==> config.mk <==
export PLATFORM = sky130hd
export DESIGN_NAME = mem_arbiter
export DESIGN_NICKNAME = d
export VERILOG_FILES = /design/src/rv_mem_pkg.sv /design/src/mem_arbiter.sv
export SDC_FILE = /design/constraint.sdc
export NUM_CORES = 1
export LEC_CHECK = 0
export BUFFER_PORTS_ARGS = -buffer_cell sky130_fd_sc_hd__buf_2
export CAP_MARGIN = 30
export CORE_AREA = 5 5 159 161
export DETAILED_ROUTE_END_ITERATION = 8
export DIE_AREA = 0 0 164 166
export GPL_ROUTABILITY_DRIVEN = 0
export PLACE_DENSITY = 0.49
export SLEW_MARGIN = 20
export SYNTH_ARGS = -nofsm -noshare
export SYNTH_HDL_FRONTEND = slang
export SYNTH_SLANG_ARGS = --single-unit
==> constraint.sdc <==
create_clock -name CLK -period 1.48 [get_ports CLK]
set_input_delay 0.296 -clock CLK [delete_from_list [all_inputs] [get_ports CLK]]
set_output_delay 0.296 -clock CLK [all_outputs]
set_load 0.1 [all_outputs]
==> src/rv_mem_pkg.sv <==
//////////////////////////////////////////////////////////////////////
// Shared RAM bus types
// Request and response structs and the arbiter source encoding
//////////////////////////////////////////////////////////////////////
package rv_mem_pkg;

  // Held by a requester until its grant
  typedef struct packed {
    logic        ren;
    logic        wen;
    logic [31:0] addr;
    logic [31:0] wdata;
    logic [3:0]  byte_en;
  } mem_req_t;

  // rvalid pulses one cycle after a granted read
  typedef struct packed {
    logic        rvalid;
    logic [31:0] rdata;
  } mem_resp_t;

  typedef enum logic [1:0] {
    SRC_NONE,
    SRC_EXEC,
    SRC_FETCH,
    SRC_HOST
  } mem_src_t;

endpackage

==> src/mem_arbiter.sv <==
//////////////////////////////////////////////////////////////////////
// Memory arbiter
// Fixed priority execute, fetch, host onto one RAM port, with read
// data steered back to the requester that issued the read
//////////////////////////////////////////////////////////////////////
`timescale 1ns/100ps

module mem_arbiter (
  input  logic                  CLK,
  input  logic                  rst_n,
  input  rv_mem_pkg::mem_req_t  d_req,
  input  rv_mem_pkg::mem_req_t  f_req,
  input  rv_mem_pkg::mem_req_t  host_req,
  output logic                  d_gnt,
  output logic                  f_gnt,
  output logic                  host_gnt,
  output rv_mem_pkg::mem_resp_t d_resp,
  output rv_mem_pkg::mem_resp_t f_resp,
  output rv_mem_pkg::mem_resp_t host_resp,
  output rv_mem_pkg::mem_req_t  ram_req,
  input  rv_mem_pkg::mem_resp_t ram_resp
);
  import rv_mem_pkg::*;

  mem_src_t gnt_src, src_q;

  // Kept as separate terms so a grant depends only on higher requesters
  assign d_gnt    = d_req.ren | d_req.wen;
  assign f_gnt    = (f_req.ren | f_req.wen) & ~d_gnt;
  assign host_gnt = (host_req.ren | host_req.wen) & ~d_gnt & ~f_gnt;

  always_comb begin
    ram_req = '0;
    gnt_src = SRC_NONE;
    if (d_gnt) begin
      ram_req = d_req;
      gnt_src = SRC_EXEC;
    end else if (f_gnt) begin
      ram_req = f_req;
      gnt_src = SRC_FETCH;
    end else if (host_gnt) begin
      ram_req = host_req;
      gnt_src = SRC_HOST;
    end
  end

  // Owner of the read whose data comes back next cycle
  always_ff @(posedge CLK) begin
    if (!rst_n) begin
      src_q <= SRC_NONE;
    end else begin
      src_q <= ram_req.ren ? gnt_src : SRC_NONE;
    end
  end

  always_comb begin
    d_resp           = ram_resp;
    f_resp           = ram_resp;
    host_resp        = ram_resp;
    d_resp.rvalid    = ram_resp.rvalid & (src_q == SRC_EXEC);
    f_resp.rvalid    = ram_resp.rvalid & (src_q == SRC_FETCH);
    host_resp.rvalid = ram_resp.rvalid & (src_q == SRC_HOST);
  end

endmodule

==> results of run 1 <==
per-stage QoR:
| step | setup WS, ps | total power, W | cell area, µm² | util |
|---|---|---|---|---|
| floorplan | -320 | 0.00326 | 3380 | - |
| global placement | -418 | 0.00332 | 5880 | 0.247 |
| detailed placement | -412 | 0.00333 | 5880 | 0.247 |
| CTS | -302 | 0.00408 | 6950 | 0.292 |
| global route | -328 | 0.00447 | 7750 | 0.325 |
| finish | -288 | 0.00432 | 7750 | 0.325 |
worst max-delay path: stages:
cell	delay, ps
buf_8	100
or2_4	320
buf_12	170
clkbuf_16	170
a21oi_4	150
a21oi_4	80
buf_12	160
repair_timing:
item / CTS / global route
pin swaps: 23 / 61
buffers inserted: 18 / 20
endpoints found under the setup margin: 71 / 72
cloned: 3 / 11
gates resized for setup: 161 / 101
power by group through the flow:
stage / Sequential [W] / Clock [W] / Combinational, W
after floorplan: 0.0000595 / 0 / 0.00320
after global placement: 0.0000597 / 0 / 0.00326
after detailed placement: 0.0000598 / 0 / 0.00327
after CTS: 0.0000591 / 0.000409 / 0.00361
after global routing: 0.0000597 / 0.000419 / 0.00400
final: 0.0000591 / 0.000404 / 0.00386
worst max-delay path by stage:
stage	to	slack, ps	start
5_1_grt	ram_req[2]	-330	f_req[68]
3_5_place_dp	ram_req[5]	-410	f_req[69]
3_3_place_gp	ram_req[19]	-420	f_req[69]
2_1_floorplan	ram_req[18]	-320	host_req[69]
6_report	ram_req[2]	-290	f_req[68]
4_1_cts	ram_req[61]	-300	f_req[69]
routing by layer:
metal,up-vias,GRT usage,part of all wire
met5,-,0,0.0011
met4,2,0.0445,0.029
met3,48,0.0298,0.078
met2,194,0.210,0.50
met1,1838,0.130,0.39
li1,1903,-,-
kinds of logic after synthesis:
kind of cell	count (synthesis)
DFF	2
buffers and inverters	137
and+or+nand+nor	148
AOI/OAI and AO/OA	143
area by class of cell:
cell class / count / area share
Clock buffer: 3 / 0.00968
Inverter: 4 / 0.00258
Multi-Input combinational cell: 291 / 0.413
Sequential cell: 2 / 0.00516
Tap cell: 324 / 0.0523
Timing Repair Buffer: 390 / 0.517
cell usage in the layout (no fill, tap or decap):
cell       synthesis  routed
a211oi_1           1       1
a21o_1             1       1
a21oi_1          129       4
a21oi_2           10       9
a21oi_4            0     126
and3_1             2       1
and3_4             0       1
and3b_1            1       1
buf_12             0      92
buf_16             0       6
buf_2             17     207
buf_4             96      42
buf_6              2      26
buf_8              0       7
clkbuf_16          0      13
clkinv_4           0       1
dfxtp_1            2       2
inv_1              3       3
nand2_1            2       1
nand2_2            0       1
nand2b_1           1       1
nand3_1           68      36
nand3_2            0      27
nand3_4            0       5
nor2_1            71      43
nor2_2             1      14
nor2_4             0      15
o211ai_1           1       1
o21bai_4           0       1
or2_4              0       2
==> impl_results.md, run 1 <==
- Status: complete, but fails checks
- Failing checks: negative setup slack
- Sw Pwr: 0.00238 W
- YS warnings: 0
- Compound-cell area share of the yosys netlist: 0.321
- Number of synthesized register bits: 2
- Final Max Tran Viols: 0
- Sink Count: 2
- Hold Crit Start: rst_n
- PortBufs: 288
- Via count: 3985
- Logic pwr share: 0.893
- Root Driver: clkbuf_16
- Slew Limit Headroom: 0.811
- Final worst setup slack: -288 ps
- Rows: 57
- Initial core utilization: 0.0997
- Synthesized instance count: 430
- Sequential share of the synthesized area: 0.0169
- Post-DR wirelength/cell: 18.6 µm
- Max reg flops: 2
- RSZ-0062 raised after global routing: true
- Sequential share of power: 0.014
- Post-Synth Simple-Gate Area: 0.278
- Vias in the first global route: 4277
- Pwr Density: 557 nW/µm²
- CTS clk-pin slew, worst paths: 30 ps
- Filler instances: 2475
- Avg Cell Area, Syn: 5.52 µm²
- Post-Synth Adder-Cell Area: 0
- Cell Int Power: 0.00194 W
- Crit Path Class: primary input to output pin
- DP HPWL: 13.7 mm
- Multiplexer share of the synthesized area: 0
- Clock Power Share: 0.093
- Die height: 166 µm
- Nature of the critical path endpoint: output pin
- Worst slew pin tran: 282 ps
- # hold bufs at CTS: 0
- Reg area: 40.0 µm²
- Largest net degree at the start of global routing: 28
- CTS tree: yes
- Hold EP: src_q[0]
- Final setup fails: 70
- Leakage Power: 3.06 nW
- Initial antenna violation count: 1
- Htree depth: 1
- Req. time, crit path: 1180 ps
- Max_cap viols: 0
- TritonCTS Buffers: 3
- DRC Markers: 0
- Remaining antenna violation count after routing: 0
- Area of the core: 23800 µm²
- Largest registers: src_q (2)
- Layout area overhead: 226%
- Dpl cells: 965
- Min-Delay Path Depth: 3
- Multi-input gate area: 3210 µm²
- Critical path startpoint category: primary input
- Final Hold Fails: 0
- Total track usage: 0.117
- Count leader, synth: a21oi_1
- Yosys top cell area share: 0.303
- Fin cells: 1014
- Largest reg by FF count: src_q
- Distinct cells, synth: 23
- Worst Hold Class: primary input to register
- Nets: 937
- Synth Flop Type: dfxtp_1
- First-pass GRT wire length: 24.8 mm
- Number of synthesized flops with an enable pin: 0
- Most area-consuming cells after synthesis: buf_4 30%, a21oi_1 27%, nand3_1 14%
- Setup TNS: -17020 ps
- Pre-Repair DR Iteration Count: 4
- Yosys top cell by area: buf_4
- Main combinational cell family by area after synthesis: buffers and inverters
- Final hold slack: 329 ps
- Die area: 27200 µm²
- I/O pin count: 417
- Critical Path AT: 1470 ps
- Overflow after GRT: 0
- Antenna diode count: 0
- Total length of routed wires: 18.9 mm
- Post-synth net total: 675
- Post-Synth XOR/XNOR Area: 0
- Sw frac: 0.551
- Die Width: 164 µm
- Synth async-reset ratio: 0
- Max Clk Rate: 0.566 GHz
- Via density: 3.93
- DRC marker count from the first detailed-route iteration: 101
- Synthesized area: 2370 µm²
- Clock tree buffer depth: 2
- Period utilisation layout: 1.19
- Peak VDD IR: 278 µV
- CP Max Fanout: 7
- Final worst path period need: 1770 ps
- Layout cells sized above 1: 0.862
- Top post-synthesis cells by count: 129 x a21oi_1, 96 x buf_4, 71 x nor2_1, 68 x nand3_1
Power figures use the tool's default switching activity.
==> run 2, diff against run 1 <==
--- a/config.mk
+++ b/config.mk
@@ -11,6 +11,7 @@
 export DETAILED_ROUTE_END_ITERATION = 8
 export DIE_AREA = 0 0 164 166
 export GPL_ROUTABILITY_DRIVEN = 0
+export MAX_ROUTING_LAYER = met4
 export PLACE_DENSITY = 0.49
 export SLEW_MARGIN = 20
 export SYNTH_ARGS = -nofsm -noshare
==> run 2 against run 1 <==
Against the previous run: the run still ends with negative setup slack left; total power is 1.0% lower; non-clock buffer count is 3 lower; sequential share of layout area hardly changed; fmax hardly changed; global-route usage is 0.34 points higher; utilization is 0.49 points lower; first-iteration DRC count is 14% higher; worst setup slack worse by 0.86 ps.
==> impl_results.md, run 2 (synthesized netlist as in run 1, its figures left out) <==
- Final Hold Fails: 0
- Area of the core: 23800 µm²
- Top delay family on crit path: buffers and inverters
- Pre-Repair DR Iteration Count: 4
- Via count: 4020
- DP HPWL: 13.7 mm
- I/O pin count: 417
- Root Driver: clkbuf_16
- Slew Limit Headroom: 0.819
- Largest reg by FF count: src_q
- Layout Utilization: 0.321
- CTS tree: yes
- Largest net degree at the start of global routing: 28
- Initial core utilization: 0.0997
- # hold bufs at CTS: 0
- Status: complete, but fails checks
- CP Max Fanout: 7
- Period utilisation layout: 1.20
- Worst path depth: 7
- Worst Hold Class: primary input to register
- Slowest CP cell: or2_4
- Max Clk Rate: 0.565 GHz
- CP cell instances: buf_8 > or2_4 > buf_12 > clkbuf_16 > a21oi_4 > a21oi_4 > buf_12
- CP bufs+invs: 4
- TritonCTS Buffers: 3
- Total length of routed wires: 18.7 mm
- Setup WS pre-CTS: -412 ps
- Worst setup path end: ram_req[11]
- Filler instances: 2473
- Initial antenna violation count: 1
- Overflow after GRT: 0
- Rows: 57
- Die area: 27200 µm²
- Crit Path Class: primary input to output pin
- Die height: 166 µm
- Vias in the first global route: 4276
- Via density: 3.97
- Commonest non-fill, non-tap cell in the layout: buf_2
- Max reg flops: 2
- Final worst setup slack: -289 ps
- Leakage Power: 3.03 nW
- Post-DR wirelength/cell: 18.5 µm
- Critical Path AT: 1470 ps
- Sink Count: 2
- Largest registers: src_q (2)
- Failing checks: negative setup slack
- RSZ-0062 raised after global routing: true
- DRC Markers: 0
- Req. time, crit path: 1180 ps
- Pwr Density: 560 nW/µm²
- Peak VDD IR: 278 µV
- Final worst path period need: 1770 ps
- Nets: 934
- Layout cells sized above 1: 0.833
- Critical path startpoint category: primary input
- Htree depth: 1
- Final Max Tran Viols: 0
- Slowest stage delay, CP: 320 ps
- Total track usage: 0.120
- DRC marker count from the first detailed-route iteration: 115
- Layout area overhead: 221%
- Max_cap viols: 0
- CTS clk-pin slew, worst paths: 30 ps
- Most frequent cells in the layout: 207 x buf_2, 127 x a21oi_4, 90 x buf_12
- First-pass GRT wire length: 24.8 mm
- Remaining antenna violation count after routing: 0
- PortBufs: 288
- Worst setup startpoint: f_req[68]
- Final setup fails: 71
- Nature of the critical path endpoint: output pin
- Die Width: 164 µm
- Worst slew pin tran: 270 ps
- Clock tree buffer depth: 2
[run 2: repair_timing]
action | 4_1_cts | 5_1_grt
buffers inserted | 18 | 16
resized for setup | 161 | 76
endpoints found under the hold margin | 0 | 0
pin swaps | 23 | 65
endpoints found under the setup margin | 71 | 72
cloned | 3 | 10
[run 2: metrics by stage]
step	TNS, ps	hold slack (ps)	cell area, µm²	power (W)	cells
global placement	-22300	560	5880	0.00332	965
global route	-19530	342	7630	0.00443	1012
finish	-16730	326	7630	0.00427	1012
floorplan	-18310	410	3380	0.00326	430
CTS	-16400	334	6950	0.00408	988
detailed placement	-22630	560	5880	0.00333	965
[run 2: worst min-delay path by stage]
stage,endpoint,startpoint,depth (start not counted),slack (ps)
2_1_floorplan,src_q[0],rst_n,2,410
3_3_place_gp,src_q[0],rst_n,3,560
3_5_place_dp,src_q[0],rst_n,3,560
4_1_cts,src_q[0],rst_n,3,330
5_1_grt,src_q[0],rst_n,3,340
6_report,src_q[0],rst_n,3,330
[run 2: routing by layer]
metal / track usage / part of all wire
met5: - / 0
met1: 0.131 / 0.39
met4: 0.0445 / 0.028
met3: 0.0295 / 0.081
met2: 0.210 / 0.50
[run 2: power breakdown]
group / total [W] / switching [W] / internal [W]
sequential: 0.0000591 / 0.00000172 / 0.0000574
clock: 0.000404 / 0.0000602 / 0.000344
combinational: 0.00381 / 0.00230 / 0.00151
total: 0.00427 / 0.00236 / 0.00191
[run 2: layout make-up]
| class | count | area [µm²] | area share |
|---|---|---|---|
| well taps | 324 | 405 | 0.0531 |
| clock buffers | 3 | 75.1 | 0.00983 |
| inverters | 4 | 17.5 | 0.00229 |
| multi-input cells | 291 | 3150 | 0.413 |
| diodes | 1 | 2.50 | 0.000328 |
| repair buffers | 387 | 3940 | 0.516 |
| flip-flops and latches | 2 | 40.0 | 0.00524 |
