<file path="src/rv_core_pkg.sv">
//////////////////////////////////////////////////////////////////////
// RV32I core types
// Opcodes, ALU ops, access sizes, branch kinds and pipeline structs
//////////////////////////////////////////////////////////////////////
package rv_core_pkg;

  typedef logic [31:0] word_t;

  // Major opcodes, bits [6:0] of the instruction
  typedef enum logic [6:0] {
    OP     = 7'b0110011,
    OP_IMM = 7'b0010011,
    LUI    = 7'b0110111,
    LOAD   = 7'b0000011,
    STORE  = 7'b0100011,
    BRANCH = 7'b1100011,
    JAL    = 7'b1101111,
    JALR   = 7'b1100111,
    SYSTEM = 7'b1110011
  } opcode_t;

  typedef enum logic [3:0] {
    ADD, SUB, AND, OR, XOR, SLT, SLL, SRL, SRA
  } alu_op_t;

  // Encoded as funct3, stores reuse LB/LH/LW for SB/SH/SW
  typedef enum logic [2:0] {
    LB  = 3'b000,
    LH  = 3'b001,
    LW  = 3'b010,
    LBU = 3'b100,
    LHU = 3'b101
  } mem_size_t;

  typedef enum logic [2:0] {
    BEQ = 3'b000,
    BNE = 3'b001,
    BLT = 3'b100,
    BGE = 3'b101
  } branch_t;

  // Write-back source select
  localparam logic [1:0] W_LOAD = 2'd0;
  localparam logic [1:0] W_PC4  = 2'd1;
  localparam logic [1:0] W_UIMM = 2'd2;
  localparam logic [1:0] W_ALU  = 2'd3;

  typedef struct packed {
    alu_op_t    alu_op;
    logic       alu_b_sel;   // 1 selects the immediate
    logic [1:0] w_sel;
    logic       wen;
    logic       dren;
    logic       dwen;
    mem_size_t  mem_size;
    logic       branch;
    branch_t    branch_type;
    logic       jump;
    logic       j_sel;       // 1 for JAL, 0 for JALR
    logic       halt;
    logic [4:0] rs1;
    logic [4:0] rs2;
    logic [4:0] rd;
    word_t      imm;
  } ctrl_t;

  typedef struct packed {
    logic  valid;
    word_t instr;
    word_t pc;
    word_t pc4;
  } fetch_ex_t;

endpackage

</file>
<file path="src/rv_mem_pkg.sv">
//////////////////////////////////////////////////////////////////////
// Shared RAM bus types
// Request and response structs and the arbiter source encoding
//////////////////////////////////////////////////////////////////////
package rv_mem_pkg;

  // Held by a requester until its grant
  typedef struct packed {
    logic        ren;
    logic        wen;
    logic [31:0] addr;
    logic [31:0] wdata;
    logic [3:0]  byte_en;
  } mem_req_t;

  // rvalid pulses one cycle after a granted read
  typedef struct packed {
    logic        rvalid;
    logic [31:0] rdata;
  } mem_resp_t;

  typedef enum logic [1:0] {
    SRC_NONE,
    SRC_EXEC,
    SRC_FETCH,
    SRC_HOST
  } mem_src_t;

endpackage

</file>
<file path="src/control_unit.sv">
//////////////////////////////////////////////////////////////////////
// Control unit
// Decodes one RV32I word into control fields and an extended immediate
//////////////////////////////////////////////////////////////////////
`timescale 1ns/100ps

module control_unit (
  input  rv_core_pkg::word_t instr,
  output rv_core_pkg::ctrl_t ctrl
);
  import rv_core_pkg::*;

  opcode_t    opcode;
  logic [2:0] funct3;
  logic       funct7_b5;
  word_t      imm_i, imm_s, imm_b, imm_u, imm_j;

  assign opcode    = opcode_t'(instr[6:0]);
  assign funct3    = instr[14:12];
  assign funct7_b5 = instr[30];

  // Immediates per format, all sign-extended from bit 31
  assign imm_i = {{20{instr[31]}}, instr[31:20]};
  assign imm_s = {{20{instr[31]}}, instr[31:25], instr[11:7]};
  assign imm_b = {{20{instr[31]}}, instr[7], instr[30:25], instr[11:8], 1'b0};
  assign imm_u = {instr[31:12], 12'b0};
  assign imm_j = {{12{instr[31]}}, instr[19:12], instr[20], instr[30:21], 1'b0};

  always_comb begin
    ctrl             = '0;
    ctrl.alu_op      = ADD;
    ctrl.w_sel       = W_ALU;
    // funct3 doubles as access size and branch kind
    ctrl.mem_size    = mem_size_t'(funct3);
    ctrl.branch_type = branch_t'(funct3);
    ctrl.rs1         = instr[19:15];
    ctrl.rs2         = instr[24:20];
    ctrl.rd          = instr[11:7];

    case (opcode)
      OP: begin
        ctrl.wen = 1'b1;
        case (funct3)
          3'b000:  ctrl.alu_op = funct7_b5 ? SUB : ADD;
          3'b001:  ctrl.alu_op = SLL;
          3'b010:  ctrl.alu_op = SLT;
          3'b100:  ctrl.alu_op = XOR;
          3'b101:  ctrl.alu_op = funct7_b5 ? SRA : SRL;
          3'b110:  ctrl.alu_op = OR;
          3'b111:  ctrl.alu_op = AND;
          default: ctrl.alu_op = ADD;
        endcase
      end
      // ADDI only
      OP_IMM: begin
        ctrl.wen       = 1'b1;
        ctrl.alu_b_sel = 1'b1;
        ctrl.imm       = imm_i;
      end
      LUI: begin
        ctrl.wen   = 1'b1;
        ctrl.w_sel = W_UIMM;
        ctrl.imm   = imm_u;
      end
      LOAD: begin
        ctrl.wen       = 1'b1;
        ctrl.dren      = 1'b1;
        ctrl.alu_b_sel = 1'b1;
        ctrl.w_sel     = W_LOAD;
        ctrl.imm       = imm_i;
      end
      STORE: begin
        ctrl.dwen      = 1'b1;
        ctrl.alu_b_sel = 1'b1;
        ctrl.imm       = imm_s;
      end
      BRANCH: begin
        ctrl.branch = 1'b1;
        ctrl.imm    = imm_b;
      end
      JAL: begin
        ctrl.jump  = 1'b1;
        ctrl.j_sel = 1'b1;
        ctrl.wen   = 1'b1;
        ctrl.w_sel = W_PC4;
        ctrl.imm   = imm_j;
      end
      JALR: begin
        ctrl.jump  = 1'b1;
        ctrl.wen   = 1'b1;
        ctrl.w_sel = W_PC4;
        ctrl.imm   = imm_i;
      end
      // ECALL stops the core
      SYSTEM: ctrl.halt = (funct3 == 3'b000);
      default: ctrl.wen = 1'b0;
    endcase
  end

endmodule

</file>
<file path="src/rv_reg_file.sv">
//////////////////////////////////////////////////////////////////////
// Register file
// 32 x 32 bits, two combinational reads, one clocked write, x0 is zero
//////////////////////////////////////////////////////////////////////
`timescale 1ns/100ps

module rv_reg_file (
  input  logic               CLK,
  input  logic               rst_n,
  input  logic [4:0]         rs1,
  input  logic [4:0]         rs2,
  output rv_core_pkg::word_t rs1_data,
  output rv_core_pkg::word_t rs2_data,
  input  logic               wen,
  input  logic [4:0]         rd,
  input  rv_core_pkg::word_t w_data
);
  import rv_core_pkg::*;

  word_t regs [32];

  always_ff @(posedge CLK) begin
    if (!rst_n) begin
      regs <= '{default: '0};
    end else if (wen && (rd != 5'd0)) begin
      regs[rd] <= w_data;
    end
  end

  // x0 forced to zero on the read side as well
  assign rs1_data = (rs1 == 5'd0) ? '0 : regs[rs1];
  assign rs2_data = (rs2 == 5'd0) ? '0 : regs[rs2];

endmodule

</file>
<file path="src/execute_stage.sv">
//////////////////////////////////////////////////////////////////////
// Execute stage
// Decode, register read, ALU, branch and jump resolution, data memory
// access with byte lanes, load extension and write-back
//////////////////////////////////////////////////////////////////////
`timescale 1ns/100ps

module execute_stage (
  input  logic                   CLK,
  input  logic                   rst_n,
  input  rv_core_pkg::fetch_ex_t fetch_ex,
  output rv_mem_pkg::mem_req_t   d_req,
  input  logic                   d_gnt,
  input  rv_mem_pkg::mem_resp_t  d_resp,
  output logic                   brj_taken,
  output rv_core_pkg::word_t     brj_addr,
  output logic                   ex_stall,
  output logic                   halt
);
  import rv_core_pkg::*;

  ctrl_t      ctrl;
  word_t      rs1_data, rs2_data, w_data;
  word_t      alu_b, alu_out, lane, load_ext;
  logic       exec_valid, br_cond, rf_wen, d_pending;
  logic [1:0] byte_off;
  logic [3:0] byte_en;

  control_unit cu0 (
    .instr (fetch_ex.instr),
    .ctrl  (ctrl)
  );

  rv_reg_file rf0 (
    .CLK      (CLK),
    .rst_n    (rst_n),
    .rs1      (ctrl.rs1),
    .rs2      (ctrl.rs2),
    .rs1_data (rs1_data),
    .rs2_data (rs2_data),
    .wen      (rf_wen),
    .rd       (ctrl.rd),
    .w_data   (w_data)
  );

  // Nothing retires once halted
  assign exec_valid = fetch_ex.valid & ~halt;

  assign alu_b = ctrl.alu_b_sel ? ctrl.imm : rs2_data;

  always_comb begin
    case (ctrl.alu_op)
      SUB:     alu_out = rs1_data - alu_b;
      AND:     alu_out = rs1_data & alu_b;
      OR:      alu_out = rs1_data | alu_b;
      XOR:     alu_out = rs1_data ^ alu_b;
      SLT:     alu_out = {31'b0, $signed(rs1_data) < $signed(alu_b)};
      SLL:     alu_out = rs1_data << alu_b[4:0];
      SRL:     alu_out = rs1_data >> alu_b[4:0];
      SRA:     alu_out = $signed(rs1_data) >>> alu_b[4:0];
      default: alu_out = rs1_data + alu_b;
    endcase
  end

  always_comb begin
    case (ctrl.branch_type)
      BEQ:     br_cond = (rs1_data == rs2_data);
      BNE:     br_cond = (rs1_data != rs2_data);
      BLT:     br_cond = $signed(rs1_data) < $signed(rs2_data);
      BGE:     br_cond = $signed(rs1_data) >= $signed(rs2_data);
      default: br_cond = 1'b0;
    endcase
  end

  // Not-taken is the fetch default, so only taken paths redirect
  assign brj_taken = exec_valid & ((ctrl.branch & br_cond) | ctrl.jump);
  // JALR target is rs1 based with bit 0 cleared, others are pc relative
  assign brj_addr  = (ctrl.jump && !ctrl.j_sel) ? ((rs1_data + ctrl.imm) & ~32'h1)
                                                : (fetch_ex.pc + ctrl.imm);

  // Byte lanes from access size and low address bits
  assign byte_off = alu_out[1:0];
  always_comb begin
    case (ctrl.mem_size)
      LB, LBU: byte_en = 4'b0001 << byte_off;
      LH, LHU: byte_en = byte_off[1] ? 4'b1100 : 4'b0011;
      default: byte_en = 4'b1111;
    endcase
  end

  always_comb begin
    d_req         = '0;
    d_req.ren     = exec_valid & ctrl.dren & ~d_pending;
    d_req.wen     = exec_valid & ctrl.dwen;
    d_req.addr    = alu_out;
    d_req.byte_en = byte_en;
    // Store data copied onto every lane, byte_en picks the live one
    case (ctrl.mem_size)
      LB:      d_req.wdata = {4{rs2_data[7:0]}};
      LH:      d_req.wdata = {2{rs2_data[15:0]}};
      default: d_req.wdata = rs2_data;
    endcase
  end

  // Addressed byte or half moved down to bit 0
  assign lane = d_resp.rdata >> {byte_off, 3'b000};
  always_comb begin
    case (ctrl.mem_size)
      LB:      load_ext = {{24{lane[7]}}, lane[7:0]};
      LBU:     load_ext = {24'b0, lane[7:0]};
      LH:      load_ext = {{16{lane[15]}}, lane[15:0]};
      LHU:     load_ext = {16'b0, lane[15:0]};
      default: load_ext = d_resp.rdata;
    endcase
  end

  always_comb begin
    case (ctrl.w_sel)
      W_LOAD:  w_data = load_ext;
      W_PC4:   w_data = fetch_ex.pc4;
      W_UIMM:  w_data = ctrl.imm;
      default: w_data = alu_out;
    endcase
  end

  // Store waits for grant, load waits for its read data
  assign ex_stall = exec_valid & ((ctrl.dwen & ~d_gnt) | (ctrl.dren & ~d_resp.rvalid));
  assign rf_wen   = exec_valid & ctrl.wen & ~ex_stall;

  always_ff @(posedge CLK) begin
    if (!rst_n) begin
      d_pending <= 1'b0;
      halt      <= 1'b0;
    end else begin
      // Load read outstanding, blocks a repeat request
      if (d_req.ren && d_gnt) begin
        d_pending <= 1'b1;
      end else if (d_resp.rvalid) begin
        d_pending <= 1'b0;
      end
      if (exec_valid && ctrl.halt) begin
        halt <= 1'b1;
      end
    end
  end

endmodule

</file>
<file path="config.mk">
export PLATFORM = sky130hd
export DESIGN_NAME = execute_stage
export DESIGN_NICKNAME = d
export VERILOG_FILES = /design/src/rv_core_pkg.sv /design/src/rv_mem_pkg.sv /design/src/control_unit.sv /design/src/rv_reg_file.sv /design/src/execute_stage.sv
export SDC_FILE = /design/constraint.sdc
export NUM_CORES = 2
export LEC_CHECK = 0
export BUFFER_PORTS_ARGS = -buffer_cell sky130_fd_sc_hd__buf_2
export CAP_MARGIN = 20
export CELL_PAD_IN_SITES_DETAIL_PLACEMENT = 1
export CELL_PAD_IN_SITES_GLOBAL_PLACEMENT = 2
export CORE_MARGIN = 2
export CORE_UTILIZATION = 40
export CTS_CLUSTER_DIAMETER = 50
export DETAILED_ROUTE_END_ITERATION = 10
export GPL_TIMING_DRIVEN = 0
export PLACE_DENSITY_LB_ADDON = 0.1
export SLEW_MARGIN = 0
export SYNTH_ARGS = -nofsm -noshare
export SYNTH_HDL_FRONTEND = slang
export SYNTH_HIERARCHICAL = 1
export SYNTH_SLANG_ARGS = --single-unit
</file>
<file path="constraint.sdc">
create_clock -name CLK -period 12 [get_ports CLK]
set_input_delay 1.8 -clock CLK [delete_from_list [all_inputs] [get_ports CLK]]
set_output_delay 1.8 -clock CLK [all_outputs]
set_load 0.02 [all_outputs]
</file>
==> run metrics <==
Buf/Inv on CP 16; pwr dens 134.6 mW/mm²; Reg2Reg Capture Point rf0/regs[224]; Synth area leaders dfxtp_1 (29%), mux4_2 (15%), nand2_1 (12%), a21boi_0 (7.1%), a21boi_1 (3.4%); Starting Density 40.34%; syn_area_per_cell 8.535 µm²; post-synthesis sequential area ratio between 20% and 30%; WL per Instance 41.91 µm; worst slack at placement -2.964 ns; Worst R2R Start rf0/regs[929]; CTS tree built; worst reg2reg setup slack between 1.5 and 2 ns; Syn Nets between 8000 and 9000; largest net degree at the start of global routing 29; CP peak stage delay 0.62 ns; worst vdd ir 0.0001211 V; Final Cycle Share 102.0%; Leak 0.02972 µW; Vias 78743; DP HPWL 369500 µm; most frequent cells in the layout nand2_1 (2328), dfxtp_1 (1026), a21boi_0 (675); CTS clk-pin slew, worst paths 0.05 ns; Detailed Routing Iterations Pass 1 9; I/O Pins 238; Die H ~430 µm; Logic pwr share 27.0%; CTS Buffer Depth 3; switch share 37.08%; final hold violations 0; clk_lat worst skew between 0.8 and 0.9 ns; hold crit path type flop to flop; row cnt 154; Hold Startpoint rf0/regs[975]; Yosys top cell area share 28.85%; Psw 4145 µW; synthesized area 0.07121 mm²; sequential share of power 30.5%; status finished, violations left; Cells after Synth between 8000 and 9000; worst path arrival time about 10 ns; global-route wire length before repair 637800 µm; Top FF cell, synth dfxtp_1; Die ar. 0.1814 mm²; Final min period 12.25 ns; post-synth cell types 110; cell family with most CP delay buffers and inverters; DRT Wirelength 476500 µm; Slew Limit Fails 9; Worst Hold Path EP rf0/regs[975]; DRC 0; most used cell, CP buf_2; CP Max Fanout 11; Setup CP Type input port to primary output; vias in the first global route 75218; fin nets between 9000 and 10000; 1st-iter DRT viols 11424; Post-synth EDFFs 0; H-tree Lvls 4; actual slew at the worst max-slew pin 1.765 ns; final worst slack -0.2460 ns; Core ar. 0.1765 mm²; clock network fraction of design power 42.5%; GPL Wtd Cong 1.128; Yosys top cell by area dfxtp_1; total power approximately 11000 µW; Num CTS Buffers 144; Critical-path top delay cell or4_1; Synth Warn # 6; via/cell ratio 6.926; Routed Antenna Nets 0; RSZ-0062 raised after global routing false; CP Capture Type primary output; max cap viols 0; Post-synth ARST share 0%; Setup Skew 0.09444 ns; Critical Path RT just over 10 ns; ratio of cells with drive above 1 in the final layout a little under a fifth; crit start category input port; antenna violations before repair 94; flops & latches, synth 1026; commonest non-fill, non-tap cell in the layout nand2_1; Int Pwr about 7000 µW; failing checks max-slew violations, negative setup slack; port bufs between 200 and 250; Die X-Extent 425.9 µm; total gr overflow 0; clk sink count 1026; fmax 81.66 MHz; synth-to-layout area growth 16.65%; worst hold stages 2; Setup Viol. Count Final 13; Total GRT Usage 51.33%; Root Buffer clkbuf_16; R2R depth 28; headroom to the max-slew limit -17.64%
## worst max path at each step
stage	startpoint	to	slack, ns	depth (start not counted)
after floorplan	fetch_ex[85]	d_req[66]	1.89	24
after global routing	fetch_ex[86]	d_req[59]	0.004	27
after CTS	fetch_ex[86]	d_req[0]	0.009	31
final	fetch_ex[86]	d_req[65]	-0.25	29
after global placement	fetch_ex[79]	rf0/regs[350]	-4.61	27
after detailed placement	fetch_ex[84]	rf0/regs[224]	-2.96	33
## logic make-up after synthesis
family	after synthesis	share of synthesized area, %
AND/OR/NAND/NOR	3018	17.54
adder cells (fa/ha/maj)	194	3.451
multiplexers	803	20.10
buffers and inverters	971	6.424
AO/OA/AOI/OAI	2273	22.93
XOR/XNOR	58	0.7134
flip-flops	1026	28.85
## metrics by stage
stage	utilization (%)	std cells	TNS (ns)	instance area, µm²	hold WS [ns]
2_1_floorplan	-	8343	0	71210	0.4401
3_3_place_gp	42.67	10919	-3688.49	75310	0.4478
3_5_place_dp	43.72	11022	-2294.19	77170	0.4598
4_1_cts	46.80	11281	0	82600	0.4670
5_1_grt	46.98	11309	0	82910	0.4861
6_report	47.06	11369	-1.214	83060	0.4681
## flip-flops by register name (all words and copies together), names as in the netlist
| name | flops |
|---|---|
| rf0/regs | 1024 |
| d_pending | 1 |
| halt | 1 |
## worst reg2reg max path: cells and delay by family, from the launching register on
kind | cells | cell delay (ns)
simple gates | 4 | 0.81
compound gates | 10 | 3.44
mux | 2 | 0.86
fa+ha+maj | 1 | 0.37
buf+inv | 11 | 4.15
flops | 1 | 0.32
## cell type report
cell class | count | area (µm²)
Sequential cell | 1026 | 20540
Tap cell | 2340 | 2928
Fill cell | 20761 | 93440
Multi-Input combinational cell | 6346 | 47040
Buffer | 798 | 3975
Clock buffer | 190 | 4090
Clock inverter | 70 | 1142
Timing Repair Buffer | 367 | 2555
Antenna cell | 68 | 170.2
Inverter | 164 | 620.6
## what timing repair did
action | CTS | global route
pin swaps | 3 | 0
gates resized for setup | 45 | 24
buffers inserted | 5 | 6
cloned | 0 | 0
endpoints found under the setup margin | 1028 | 50
hold buffers | 0 | 0
## power groups by stage
stage / sequential (µW) / combinational [µW] / clock, µW
after floorplan: 3480 / 1310 / 0
after global placement: 3490 / 2650 / 0
after detailed placement: 3490 / 2770 / 0
after CTS: 3410 / 2790 / 4750
after global routing: 3410 / 2960 / 4890
final: 3410 / 3020 / 4750
## layer usage
| layer | global-route usage, % | wire length, µm | share of wire [%] |
|---|---|---|---|
| met1 | 60.94 | 173100 | 36 |
| met2 | 70.99 | 190100 | 40 |
| met3 | 21.25 | 62460 | 13 |
| met4 | 44.15 | 50010 | 10 |
| met5 | 1.481 | 718 | 0.15 |
## synthesized netlist by cell type (53+ instances only)
cell,count
dfxtp_1,1026
and2_1,70
a21o_1,62
a21oi_1,206
mux2_2,67
o21a_1,59
a22oi_1,87
a221oi_1,80
buf_2,169
nor2_1,263
buf_6,54
buf_4,53
inv_1,157
clkbuf_1,433
buf_1,85
a211oi_1,104
ha_1,190
nor2b_1,96
a311oi_1,73
nand2_1,2328
mux4_2,487
o21ai_0,227
o21ai_1,58
a21boi_0,676
mux2i_1,241
a21boi_1,324
Note: power is estimated with default switching activity, not from simulation.
