## config.mk

```make
export PLATFORM = sky130hd
export DESIGN_NAME = fetch_stage
export DESIGN_NICKNAME = d
export VERILOG_FILES = /design/src/rv_core_pkg.sv /design/src/rv_mem_pkg.sv /design/src/fetch_stage.sv
export SDC_FILE = /design/constraint.sdc
export NUM_CORES = 1
export LEC_CHECK = 0
export BUFFER_PORTS_ARGS = -buffer_cell sky130_fd_sc_hd__buf_4
export CAP_MARGIN = 20
export CORE_MARGIN = 8
export CORE_UTILIZATION = 52
export CTS_CLUSTER_SIZE = 12
export DETAILED_ROUTE_END_ITERATION = 8
export PLACE_DENSITY_LB_ADDON = 0.15
export SLEW_MARGIN = 20
export SYNTH_ARGS = -nofsm -noshare
export SYNTH_HDL_FRONTEND = slang
export SYNTH_SLANG_ARGS = --single-unit
```

## constraint.sdc

```tcl
create_clock -name CLK -period 10.85 [get_ports CLK]
set_input_delay 1.6275 -clock CLK [delete_from_list [all_inputs] [get_ports CLK]]
set_output_delay 1.6275 -clock CLK [all_outputs]
set_load 0.01 [all_outputs]
```

## src/rv_core_pkg.sv

```systemverilog
//////////////////////////////////////////////////////////////////////
// RV32I core types
// Opcodes, ALU ops, access sizes, branch kinds and pipeline structs
//////////////////////////////////////////////////////////////////////
package rv_core_pkg;

  typedef logic [31:0] word_t;

  // Major opcodes, bits [6:0] of the instruction
  typedef enum logic [6:0] {
    OP     = 7'b0110011,
    OP_IMM = 7'b0010011,
    LUI    = 7'b0110111,
    LOAD   = 7'b0000011,
    STORE  = 7'b0100011,
    BRANCH = 7'b1100011,
    JAL    = 7'b1101111,
    JALR   = 7'b1100111,
    SYSTEM = 7'b1110011
  } opcode_t;

  typedef enum logic [3:0] {
    ADD, SUB, AND, OR, XOR, SLT, SLL, SRL, SRA
  } alu_op_t;

  // Encoded as funct3, stores reuse LB/LH/LW for SB/SH/SW
  typedef enum logic [2:0] {
    LB  = 3'b000,
    LH  = 3'b001,
    LW  = 3'b010,
    LBU = 3'b100,
    LHU = 3'b101
  } mem_size_t;

  typedef enum logic [2:0] {
    BEQ = 3'b000,
    BNE = 3'b001,
    BLT = 3'b100,
    BGE = 3'b101
  } branch_t;

  // Write-back source select
  localparam logic [1:0] W_LOAD = 2'd0;
  localparam logic [1:0] W_PC4  = 2'd1;
  localparam logic [1:0] W_UIMM = 2'd2;
  localparam logic [1:0] W_ALU  = 2'd3;

  typedef struct packed {
    alu_op_t    alu_op;
    logic       alu_b_sel;   // 1 selects the immediate
    logic [1:0] w_sel;
    logic       wen;
    logic       dren;
    logic       dwen;
    mem_size_t  mem_size;
    logic       branch;
    branch_t    branch_type;
    logic       jump;
    logic       j_sel;       // 1 for JAL, 0 for JALR
    logic       halt;
    logic [4:0] rs1;
    logic [4:0] rs2;
    logic [4:0] rd;
    word_t      imm;
  } ctrl_t;

  typedef struct packed {
    logic  valid;
    word_t instr;
    word_t pc;
    word_t pc4;
  } fetch_ex_t;

endpackage

```

## src/rv_mem_pkg.sv

```systemverilog
//////////////////////////////////////////////////////////////////////
// Shared RAM bus types
// Request and response structs and the arbiter source encoding
//////////////////////////////////////////////////////////////////////
package rv_mem_pkg;

  // Held by a requester until its grant
  typedef struct packed {
    logic        ren;
    logic        wen;
    logic [31:0] addr;
    logic [31:0] wdata;
    logic [3:0]  byte_en;
  } mem_req_t;

  // rvalid pulses one cycle after a granted read
  typedef struct packed {
    logic        rvalid;
    logic [31:0] rdata;
  } mem_resp_t;

  typedef enum logic [1:0] {
    SRC_NONE,
    SRC_EXEC,
    SRC_FETCH,
    SRC_HOST
  } mem_src_t;

endpackage

```

## src/fetch_stage.sv

```systemverilog
//////////////////////////////////////////////////////////////////////
// Fetch stage
// Holds the PC, reads instruction words over the shared RAM port
// and fills the fetch-to-execute register
//////////////////////////////////////////////////////////////////////
`timescale 1ns/100ps

module fetch_stage #(
  parameter rv_core_pkg::word_t RESET_PC = '0
) (
  input  logic                   CLK,
  input  logic                   rst_n,
  input  logic                   run,
  output rv_mem_pkg::mem_req_t   f_req,
  input  logic                   f_gnt,
  input  rv_mem_pkg::mem_resp_t  f_resp,
  input  logic                   ex_stall,
  input  logic                   brj_taken,
  input  rv_core_pkg::word_t     brj_addr,
  input  logic                   halt,
  output rv_core_pkg::fetch_ex_t fetch_ex
);
  import rv_core_pkg::*;

  word_t pc;
  word_t pc_plus4;
  logic  f_pending;
  logic  fetch_en;

  assign pc_plus4 = pc + 32'd4;

  // One read in flight at a time, none in a redirect cycle
  assign fetch_en = run & ~halt & ~ex_stall & ~brj_taken & ~f_pending;

  always_comb begin
    f_req         = '0;
    f_req.ren     = fetch_en;
    f_req.addr    = pc;
    f_req.byte_en = 4'hf;
  end

  always_ff @(posedge CLK) begin
    if (!rst_n) begin
      pc             <= RESET_PC;
      f_pending      <= 1'b0;
      fetch_ex.valid <= 1'b0;
    end else begin
      // Read data always lands the cycle after the grant
      if (f_req.ren && f_gnt) begin
        f_pending <= 1'b1;
      end else if (f_resp.rvalid) begin
        f_pending <= 1'b0;
      end

      if (brj_taken) begin
        // Redirect, a response landing now belongs to the old path
        pc             <= brj_addr;
        fetch_ex.valid <= 1'b0;
      end else if (f_resp.rvalid) begin
        fetch_ex <= '{valid: 1'b1, instr: f_resp.rdata, pc: pc, pc4: pc_plus4};
        pc       <= pc_plus4;
      end else if (!ex_stall) begin
        // Word consumed by execute
        fetch_ex.valid <= 1'b0;
      end
    end
  end

endmodule

```

==> impl_metrics.json, run 1 <==
{
  "avgRoutedWirePerCell_um": 18.9,
  "drive_above_1_share_pct": 37.1,
  "ys_ff_latch": 128,
  "layout_commonest_cell": "buf_4",
  "top_level_ports": 239,
  "synth_xor_area_share_pct": 6.15,
  "synth_top_family_by_area": "simple AND/OR/NAND/NOR gates",
  "ys_warn_count": 0,
  "p_leak_nw": 3.19,
  "ant_nets": 0,
  "ys_seq_area_share_pct": 61.5,
  "tightest_slew_ns": 1.02,
  "crit_family": "buffers and inverters",
  "top_usage_layer": "met2",
  "required_ns": 9.22,
  "cts-root-buf": "clkbuf_8",
  "grt_util_met1_pct": 23.7,
  "async_flop_share_pct": 0,
  "via_per_inst": 5.31,
  "worstPathArrival_ns": 2.42,
  "syn_inst": 468,
  "yosysTopAreaCellShare_pct": 49.5,
  "synthSimpleGateAreaFrac_pct": 15.5,
  "final_util_pct": 71.2,
  "vias": 4280,
  "post_cts_resized": 0,
  "met3_usage_pct": 8.30,
  "maxSlewViolCount": 0,
  "antenna_found_initial": 0,
  "skew_ns": 0.00885,
  "grt_use_met2_pct": 34.4,
  "nets": 726,
  "grt_overflow": 0,
  "antennaDiodeCount": 0,
  "synth_adder_area_share_pct": 0.219,
  "max_cap_violations": 0,
  "cts_buffers": 17,
  "relSlewSlack_pct": 31.8,
  "setup_violations": 0,
  "area_growth_pct": 34.7,
  "crit_slowest_cell": "nor4_1",
  "synth_compound_area_share_pct": 7.22,
  "fillerInstances": 787,
  "cts_hold_buffers": 0,
  "drt-total-wl_um": 15200,
  "grt_start_max_net_pins": 82,
  "drc_errors": 0,
  "first_global_vias": 4413,
  "synth_top_cell_by_area": "edfxtp_1",
  "cp_max_fo": 30,
  "hold_viol": 0,
  "critPathKind": "input port to primary output",
  "clock.fmax_mhz": 247,
  "start_util_pct": 52.8,
  "clkSinkCount": 128,
  "rsz0062_at_grt": "no",
  "startpoint_type": "input port",
  "place.gp.congestion": 0.836,
  "p_per_area_nw_per_um2": 165,
  "die_w_um": 121,
  "fin_crit_sh_pct": 37.3,
  "cts.clk_slew.worst_paths_ns": 0.06,
  "synthFlopType": "edfxtp_1",
  "synth_edf_count": 94,
  "peakVddDrop_mv": 0.0983,
  "hp-class": "flip-flop to flip-flop",
  "cp_cell_sequence": "buf_4 -> nor4_1 -> buf_4",
  "cts_tree": "yes",
  "rows": 38,
  "fin_tns_setup_ns": 0,
  "grt_pass1_wl_um": 23500,
  "core_area_um2": 10800,
  "syn_area_um2": 5700,
  "port_buffers": 201,
  "layout_common_cells": "buf_4 (202), edfxtp_1 (94), conb_1 (37)",
  "cts_setup_buffers": 0,
  "track_usage_pct": 20.6,
  "clockBufferDepth": 2,
  "crit_top_cell": "buf_4",
  "status": "complete, no violations",
  "min_period_ns": 4.05,
  "die_area_um2": 14600,
  "synth_mux_area_share_pct": 0.878,
  "synth_area_leaders": "edfxtp_1 (50%), dfxtp_1 (12%), buf_4 (5.9%)",
  "syn_area_per_cell_um2": 12.2,
  "crit_buf_inv": 2,
  "dr.first_iter.drc_count": 297,
  "htree_num_levels": 4,
  "cpPeakStageDelay_ns": 0.39,
  "synth.distinct_cells": 56,
  "endpoint_kind": "primary output",
  "drtPass1Iterations": 4,
  "clk_latency_ns": 0.51,
  "die_y_um": 121,
  "place_hpwl_um": 11100
}
[stage by stage]
| step | hold WS [ns] | instances | instance area [µm²] | power, mW | worst slack, ns |
|---|---|---|---|---|---|
| final | 0.472 | 806 | 7680 | 1.26 | 6.80 |
| after CTS | 0.473 | 806 | 7680 | 1.27 | 6.79 |
| after global routing | 0.486 | 806 | 7680 | 1.31 | 6.75 |
| after detailed placement | 0.467 | 774 | 7070 | 0.695 | 6.74 |
| after floorplan | 0.431 | 503 | 5830 | 0.642 | 5.42 |
| after global placement | 0.448 | 774 | 7070 | 0.692 | 6.80 |
[flip-flops by register name, summed over array words and instances (netlist names)]
name,cells
fetch_ex,95
pc,32
f_pending,1
[path summary, 6_finish.rpt]
| kind | from | end | slack, ns | cells past startpoint |
|---|---|---|---|---|
| worst max-delay path | brj_taken | f_req[69] | 6.80 | 3 |
| worst min-delay path | pc[0] | fetch_ex[32] | 0.47 | 0 |
| worst max register to register | pc[2] | fetch_ex[30] | 8.30 | 5 |
| worst min register to register | pc[0] | fetch_ex[32] | 0.47 | 0 |
[synthesized netlist by cell type, drive strengths merged, types with 7 or more instances]
| library cell | number |
|---|---|
| dfxtp | 34 |
| nor2 | 24 |
| nand3 | 13 |
| inv | 7 |
| and3 | 13 |
| buf | 55 |
| o21ai | 18 |
| nor4 | 8 |
| a21oi | 21 |
| clkbuf | 16 |
| nand2 | 31 |
| xor2 | 19 |
| nand4 | 22 |
| xnor2 | 21 |
| edfxtp | 94 |
| nor3 | 10 |
[where the power goes]
group / switching, mW / internal, mW / total, mW
Clock: 0.207 / 0.372 / 0.580
Combinational: 0.0554 / 0.0548 / 0.110
Sequential: 0.0251 / 0.550 / 0.575
Total: 0.288 / 0.977 / 1.26
[area by class of cell]
cell class,instances,area [µm²],share of cell area (%)
timing repair buffer,202,1520,19.7
clock inverter,14,190,2.48
sequential,128,3500,45.6
clock buffer,18,418,5.44
multi-input combinational,296,1840,24.0
tap,140,175,2.28
inverter,8,32.5,0.424
[metal layers]
| metal | wire length (µm) | vias up | share of wire [%] |
|---|---|---|---|
| met4 | 129 | 0 | 0.85 |
| li1 | - | 2014 | - |
| met5 | 0 | - | 0 |
| met2 | 7460 | 229 | 49 |
| met1 | 6090 | 2026 | 40 |
| met3 | 1570 | 11 | 10 |
[cells by family (layout without fill, tap and decap cells)]
group / after synthesis / count (layout)
AOI/OAI and AO/OA: 66 / 66
xor gates and xnor gates: 40 / 40
adders and majority gates: 1 / 1
buffers and inverters: 79 / 242
DFF: 128 / 128
muxes: 5 / 5
other: 2 / 37
and+or+nand+nor: 147 / 147
No activity file was read; power rests on OpenSTA's default activity.
==> inputs of run 2 (changes only) <==
--- a/config.mk
+++ b/config.mk
@@ -8,7 +8,7 @@
 export BUFFER_PORTS_ARGS = -buffer_cell sky130_fd_sc_hd__buf_4
 export CAP_MARGIN = 20
 export CORE_MARGIN = 8
-export CORE_UTILIZATION = 52
+export CORE_UTILIZATION = 48
 export CTS_CLUSTER_SIZE = 12
 export DETAILED_ROUTE_END_ITERATION = 8
 export PLACE_DENSITY_LB_ADDON = 0.15
==> constraint.sdc (replaced) <==
create_clock -name CLK -period 4.05 [get_ports CLK]
set_input_delay 0.6075 -clock CLK [delete_from_list [all_inputs] [get_ports CLK]]
set_output_delay 0.6075 -clock CLK [all_outputs]
set_load 0.01 [all_outputs]
==> run 2 against run 1 <==
Compared with the run above: die area up 7.2%; setup slack worse by 5.2 ns; non-clock buffer count rose by 1; design area decreased by 0.21%; flip-flop and latch count is the same; wire length increased by 1.9%; combinational power rose to 2.7 times the previous value; clock skew up 0.0016 ns; global-route usage decreased by 1.1 points; power rose to 2.6 times the previous value; register-to-register slack got worse by 6.7 ns; largest power group is now registers.
==> impl_metrics.json, run 2 (synthesized netlist as in run 1, its figures left out) <==
{
  "tightest_slew_ns": 0.989,
  "cts_tree": "yes",
  "avgRoutedWirePerCell_um": 19.1,
  "grt_overflow": 0,
  "p_total_mw": 3.28,
  "drtPass1Iterations": 5,
  "clock.fmax_mhz": 411,
  "cts-root-buf": "clkbuf_16",
  "fin_crit_sh_pct": 60.1,
  "htree_num_levels": 4,
  "startpoint_type": "flip-flop",
  "required_ns": 4.20,
  "place_hpwl_um": 11100,
  "status": "complete, no violations",
  "max_cap_violations": 0,
  "worstPathArrival_ns": 2.58,
  "peakVddDrop_mv": 0.194,
  "p_per_area_nw_per_um2": 428,
  "drt-total-wl_um": 15500,
  "rr_startpoint": "pc[2]",
  "port_buffers": 201,
  "die_y_um": 125,
  "rsz0062_at_grt": "no",
  "dp.cells": 782,
  "largest_reg_flops": 95,
  "critPathKind": "flip-flop to flip-flop",
  "core_area_um2": 11800,
  "cts_buffers": 17,
  "cts_hold_buffers": 0,
  "nets": 727,
  "rr_endpoint": "fetch_ex[30]",
  "setup_violations": 0,
  "vias": 4303,
  "drc_errors": 0,
  "layout_commonest_cell": "buf_4",
  "place.gp.congestion": 0.833,
  "via_per_inst": 5.29,
  "grt_pass1_wl_um": 24400,
  "antenna_found_initial": 0,
  "cts_setup_buffers": 0,
  "rows": 40,
  "start_util_pct": 48.3,
  "first_global_vias": 4447,
  "maxSlewViolCount": 0,
  "clk_latency_ns": 0.41,
  "ant_nets": 0,
  "skew_ns": 0.0105,
  "grt_start_max_net_pins": 64,
  "relSlewSlack_pct": 33.6,
  "antennaDiodeCount": 0,
  "cts.clk_slew.worst_paths_ns": 0.06,
  "hold_viol": 0,
  "endpoint_kind": "flip-flop",
  "dr.first_iter.drc_count": 260,
  "min-delay-start": "f_resp[9]",
  "area_growth_pct": 34.4,
  "fin_cells": 814,
  "reg2reg_depth": 5,
  "holdPathStages": 1,
  "layout_common_cells": "buf_4 (202), edfxtp_1 (94), conb_1 (37)",
  "fin_tns_setup_ns": 0,
  "clockBufferDepth": 2,
  "track_usage_pct": 19.5,
  "reg_top3": "fetch_ex x95, pc x32, f_pending x1",
  "clkSinkCount": 128,
  "die_w_um": 125,
  "hold_end": "fetch_ex[73]",
  "top_register": "fetch_ex",
  "rrSetupSlack_ns": 1.62,
  "hp-class": "input port to flip-flop",
  "cp_max_fo": 9,
  "min_period_ns": 2.43,
  "p_leak_nw": 3.19,
  "drive_above_1_share_pct": 37.2,
  "top_level_ports": 239,
  "post_cts_resized": 0,
  "die_area_um2": 15600
}
## run 2: worst max-delay path by stage
stage              start            to  cells past startpoint
6_report           pc[2]  fetch_ex[30]                      5
5_1_grt            pc[6]  fetch_ex[23]                      4
4_1_cts            pc[2]  fetch_ex[30]                      5
3_5_place_dp   brj_taken        pc[22]                      7
3_3_place_gp   brj_taken        pc[22]                      7
2_1_floorplan      rst_n        pc[27]                      7
## run 2: where the power goes
part	total (mW)	internal [mW]	switching [mW]
logic	0.298	0.148	0.149
registers	1.54	1.47	0.0687
clock network	1.44	0.893	0.548
total	3.28	2.51	0.766
## run 2: critical path: stages (launching register included)
cell and delay [ns]:
dfxtp_1 0.52, ha_1 0.35, nand4_2 0.28, nor4_4 0.62
nand4_1 0.23, xnor2_1 0.17
## run 2: routing by layer
metal	track usage, %	up-vias	wire, µm
li1	-	2012	-
met1	23.6	2056	6550
met2	31.8	218	7550
met3	6.46	17	1220
met4	7.16	0	218
met5	0	-	0
## run 2: metrics by stage
stage	worst slack [ns]	utilization (%)	hold slack, ns	area [µm²]
5_1_grt	1.49	64.9	0.355	7660
2_1_floorplan	0.0126	-	0.431	5840
4_1_cts	1.61	64.9	0.359	7660
3_3_place_gp	1.44	60.1	0.444	7100
3_5_place_dp	1.35	60.1	0.455	7100
6_report	1.62	64.9	0.376	7660
## run 2: final cells by class
type / instances / area [µm²]
fill: 929 / 4150
timing repair buffer: 203 / 1540
multi-input combinational: 296 / 1840
clock inverter: 10 / 87.6
inverter: 8 / 32.5
clock buffer: 22 / 475
tap: 147 / 184
sequential: 128 / 3500
==> inputs of run 3 (changes only) <==
--- a/config.mk
+++ b/config.mk
@@ -8,7 +8,7 @@
 export BUFFER_PORTS_ARGS = -buffer_cell sky130_fd_sc_hd__buf_4
 export CAP_MARGIN = 20
 export CORE_MARGIN = 8
-export CORE_UTILIZATION = 48
+export CORE_UTILIZATION = 43
 export CTS_CLUSTER_SIZE = 12
 export DETAILED_ROUTE_END_ITERATION = 8
 export PLACE_DENSITY_LB_ADDON = 0.15
==> constraint.sdc (replaced) <==
create_clock -name CLK -period 2.05 [get_ports CLK]
set_input_delay 0.3075 -clock CLK [delete_from_list [all_inputs] [get_ports CLK]]
set_output_delay 0.3075 -clock CLK [all_outputs]
set_load 0.01 [all_outputs]
==> run 3 against run 2 <==
Compared with the run above: global-route usage shrank 1.6 points; non-clock buffer count up 37; wire length rose by 0.88%; die area grew 10%; clock power is 85% higher; count of clock-buffer cells in the layout rose by 1; core utilization fell by 4.2 points; critical path depth fell by 1; sequential share of layout area is 1.6 points lower; first-iteration DRC count is 15% lower.
==> impl_metrics.json, run 3 (synthesized netlist as in run 1, its figures left out) <==
{
  "crit_buf_inv": 0,
  "worstPathArrival_ns": 2.05,
  "clockBufferDepth": 2,
  "via_per_inst": 5.02,
  "grt_overflow": 0,
  "largest_reg_flops": 95,
  "worst_slack_ns": 0.160,
  "fin_crit_sh_pct": 92.2,
  "dp.cells": 848,
  "fillerInstances": 1087,
  "cts_hold_buffers": 0,
  "placed_area_um2": 7430,
  "cts_buffers": 17,
  "grt_pass1_wl_um": 24700,
  "first_global_vias": 4604,
  "die_y_um": 131,
  "multi_input_area_um2": 1840,
  "rrSetupSlack_ns": 0.16,
  "rr_startpoint": "pc[10]",
  "rr_endpoint": "fetch_ex[30]",
  "top_level_ports": 239,
  "die_area_um2": 17200,
  "final_area_um2": 7940,
  "rows": 42,
  "layout_commonest_cell": "buf_4",
  "startpoint_type": "flip-flop",
  "place_ws_ns": 0.171,
  "peakVddDrop_mv": 0.602,
  "cts-root-buf": "clkbuf_16",
  "maxSlewViolCount": 0,
  "status": "complete, no violations",
  "p_leak_nw": 3.36,
  "antenna_found_initial": 0,
  "critPathCapture": "fetch_ex[30]",
  "core_area_um2": 13100,
  "skew_ns": 0.00816,
  "clk_latency_ns": 0.41,
  "reg_top3": "fetch_ex x95, pc x32, f_pending x1",
  "port_buffers": 201,
  "p_per_area_nw_per_um2": 800,
  "seq_area_um2": 3500,
  "required_ns": 2.21,
  "cts_tree": "yes",
  "nets": 764,
  "start_util_pct": 43.6,
  "die_w_um": 131,
  "critPathLaunch": "pc[10]",
  "htree_num_levels": 4,
  "drtPass1Iterations": 4,
  "fin_tns_setup_ns": 0,
  "area_growth_pct": 39.4,
  "min_period_ns": 1.89,
  "hold_slack_ns": 0.0755,
  "cp.depth": 4,
  "clkSinkCount": 128,
  "hp-class": "input port to flip-flop",
  "layout_common_cells": "buf_4 (238), edfxtp_1 (94), conb_1 (37)",
  "vias": 4414,
  "dr.first_iter.drc_count": 220,
  "relSlewSlack_pct": 63.2,
  "reg2reg_depth": 4,
  "crit_family": "simple AND/OR/NAND/NOR gates",
  "top_register": "fetch_ex",
  "cts.clk_slew.worst_paths_ns": 0.06,
  "cts_setup_buffers": 0,
  "final_util_pct": 60.7,
  "clock.fmax_mhz": 529,
  "tightest_slew_ns": 0.548,
  "place.gp.congestion": 0.818,
  "rsz0062_at_grt": "no",
  "p_total_mw": 6.35,
  "endpoint_kind": "flip-flop",
  "ant_nets": 0,
  "cp_cell_sequence": "nand4_2 -> nor4_4 -> nand4_1 -> xnor2_1",
  "crit_slowest_cell": "nor4_4",
  "critPathKind": "flip-flop to flip-flop",
  "avgRoutedWirePerCell_um": 17.8,
  "cp_max_fo": 9,
  "drt-total-wl_um": 15700,
  "place_hpwl_um": 11800,
  "track_usage_pct": 17.9,
  "grt_start_max_net_pins": 30,
  "drive_above_1_share_pct": 39.6,
  "drc_errors": 0,
  "setup_violations": 0,
  "post_cts_resized": 0,
  "cpPeakStageDelay_ns": 0.56,
  "antennaDiodeCount": 0,
  "hold_viol": 0,
  "fin_cells": 880,
  "max_cap_violations": 0
}
==> run 3: changes by cell type in the layout (fill, tap and decap cells not counted), sizes merged <==
cell,previous run,this run
buf,203,240
clkbuf,22,23
clkinvlp,2,1
==> run 3: layout make-up <==
| class | count | share of cell area (%) |
|---|---|---|
| tap | 176 | 2.77 |
| multi-input combinational | 296 | 23.2 |
| clock buffer | 23 | 5.64 |
| clock inverter | 9 | 0.866 |
| sequential | 128 | 44.1 |
| timing repair buffer | 240 | 23.0 |
| inverter | 8 | 0.410 |
==> run 3: worst min-delay path by stage <==
stage | from | end | cells past startpoint
floorplan | f_resp[0] | fetch_ex[64] | 0
global placement | pc[1] | fetch_ex[33] | 0
detailed placement | pc[1] | fetch_ex[33] | 0
CTS | f_resp[1] | fetch_ex[65] | 1
global route | f_resp[6] | fetch_ex[70] | 1
finish | f_resp[30] | fetch_ex[94] | 1
==> run 3: worst reg2reg max path: stages, from the launching register on <==
cell     delay (ns)
dfxtp_1        0.51
nand4_2        0.20
nor4_4         0.56
nand4_1        0.21
xnor2_1        0.16
==> run 3: per-layer routing <==
layer / track usage (%) / vias up / wire length, µm / share of wire [%]
met4: 7.75 / 0 / 306 / 2.0
met1: 21.1 / 2102 / 6650 / 42
li1: - / 2087 / - / -
met3: 6.82 / 24 / 1310 / 8.3
met5: 0 / - / 0 / 0
met2: 28.5 / 201 / 7410 / 47
==> run 3: report_power, final <==
group | internal, mW | switching (mW)
Sequential | 2.91 | 0.0754
Combinational | 0.340 | 0.361
Clock | 1.64 | 1.02
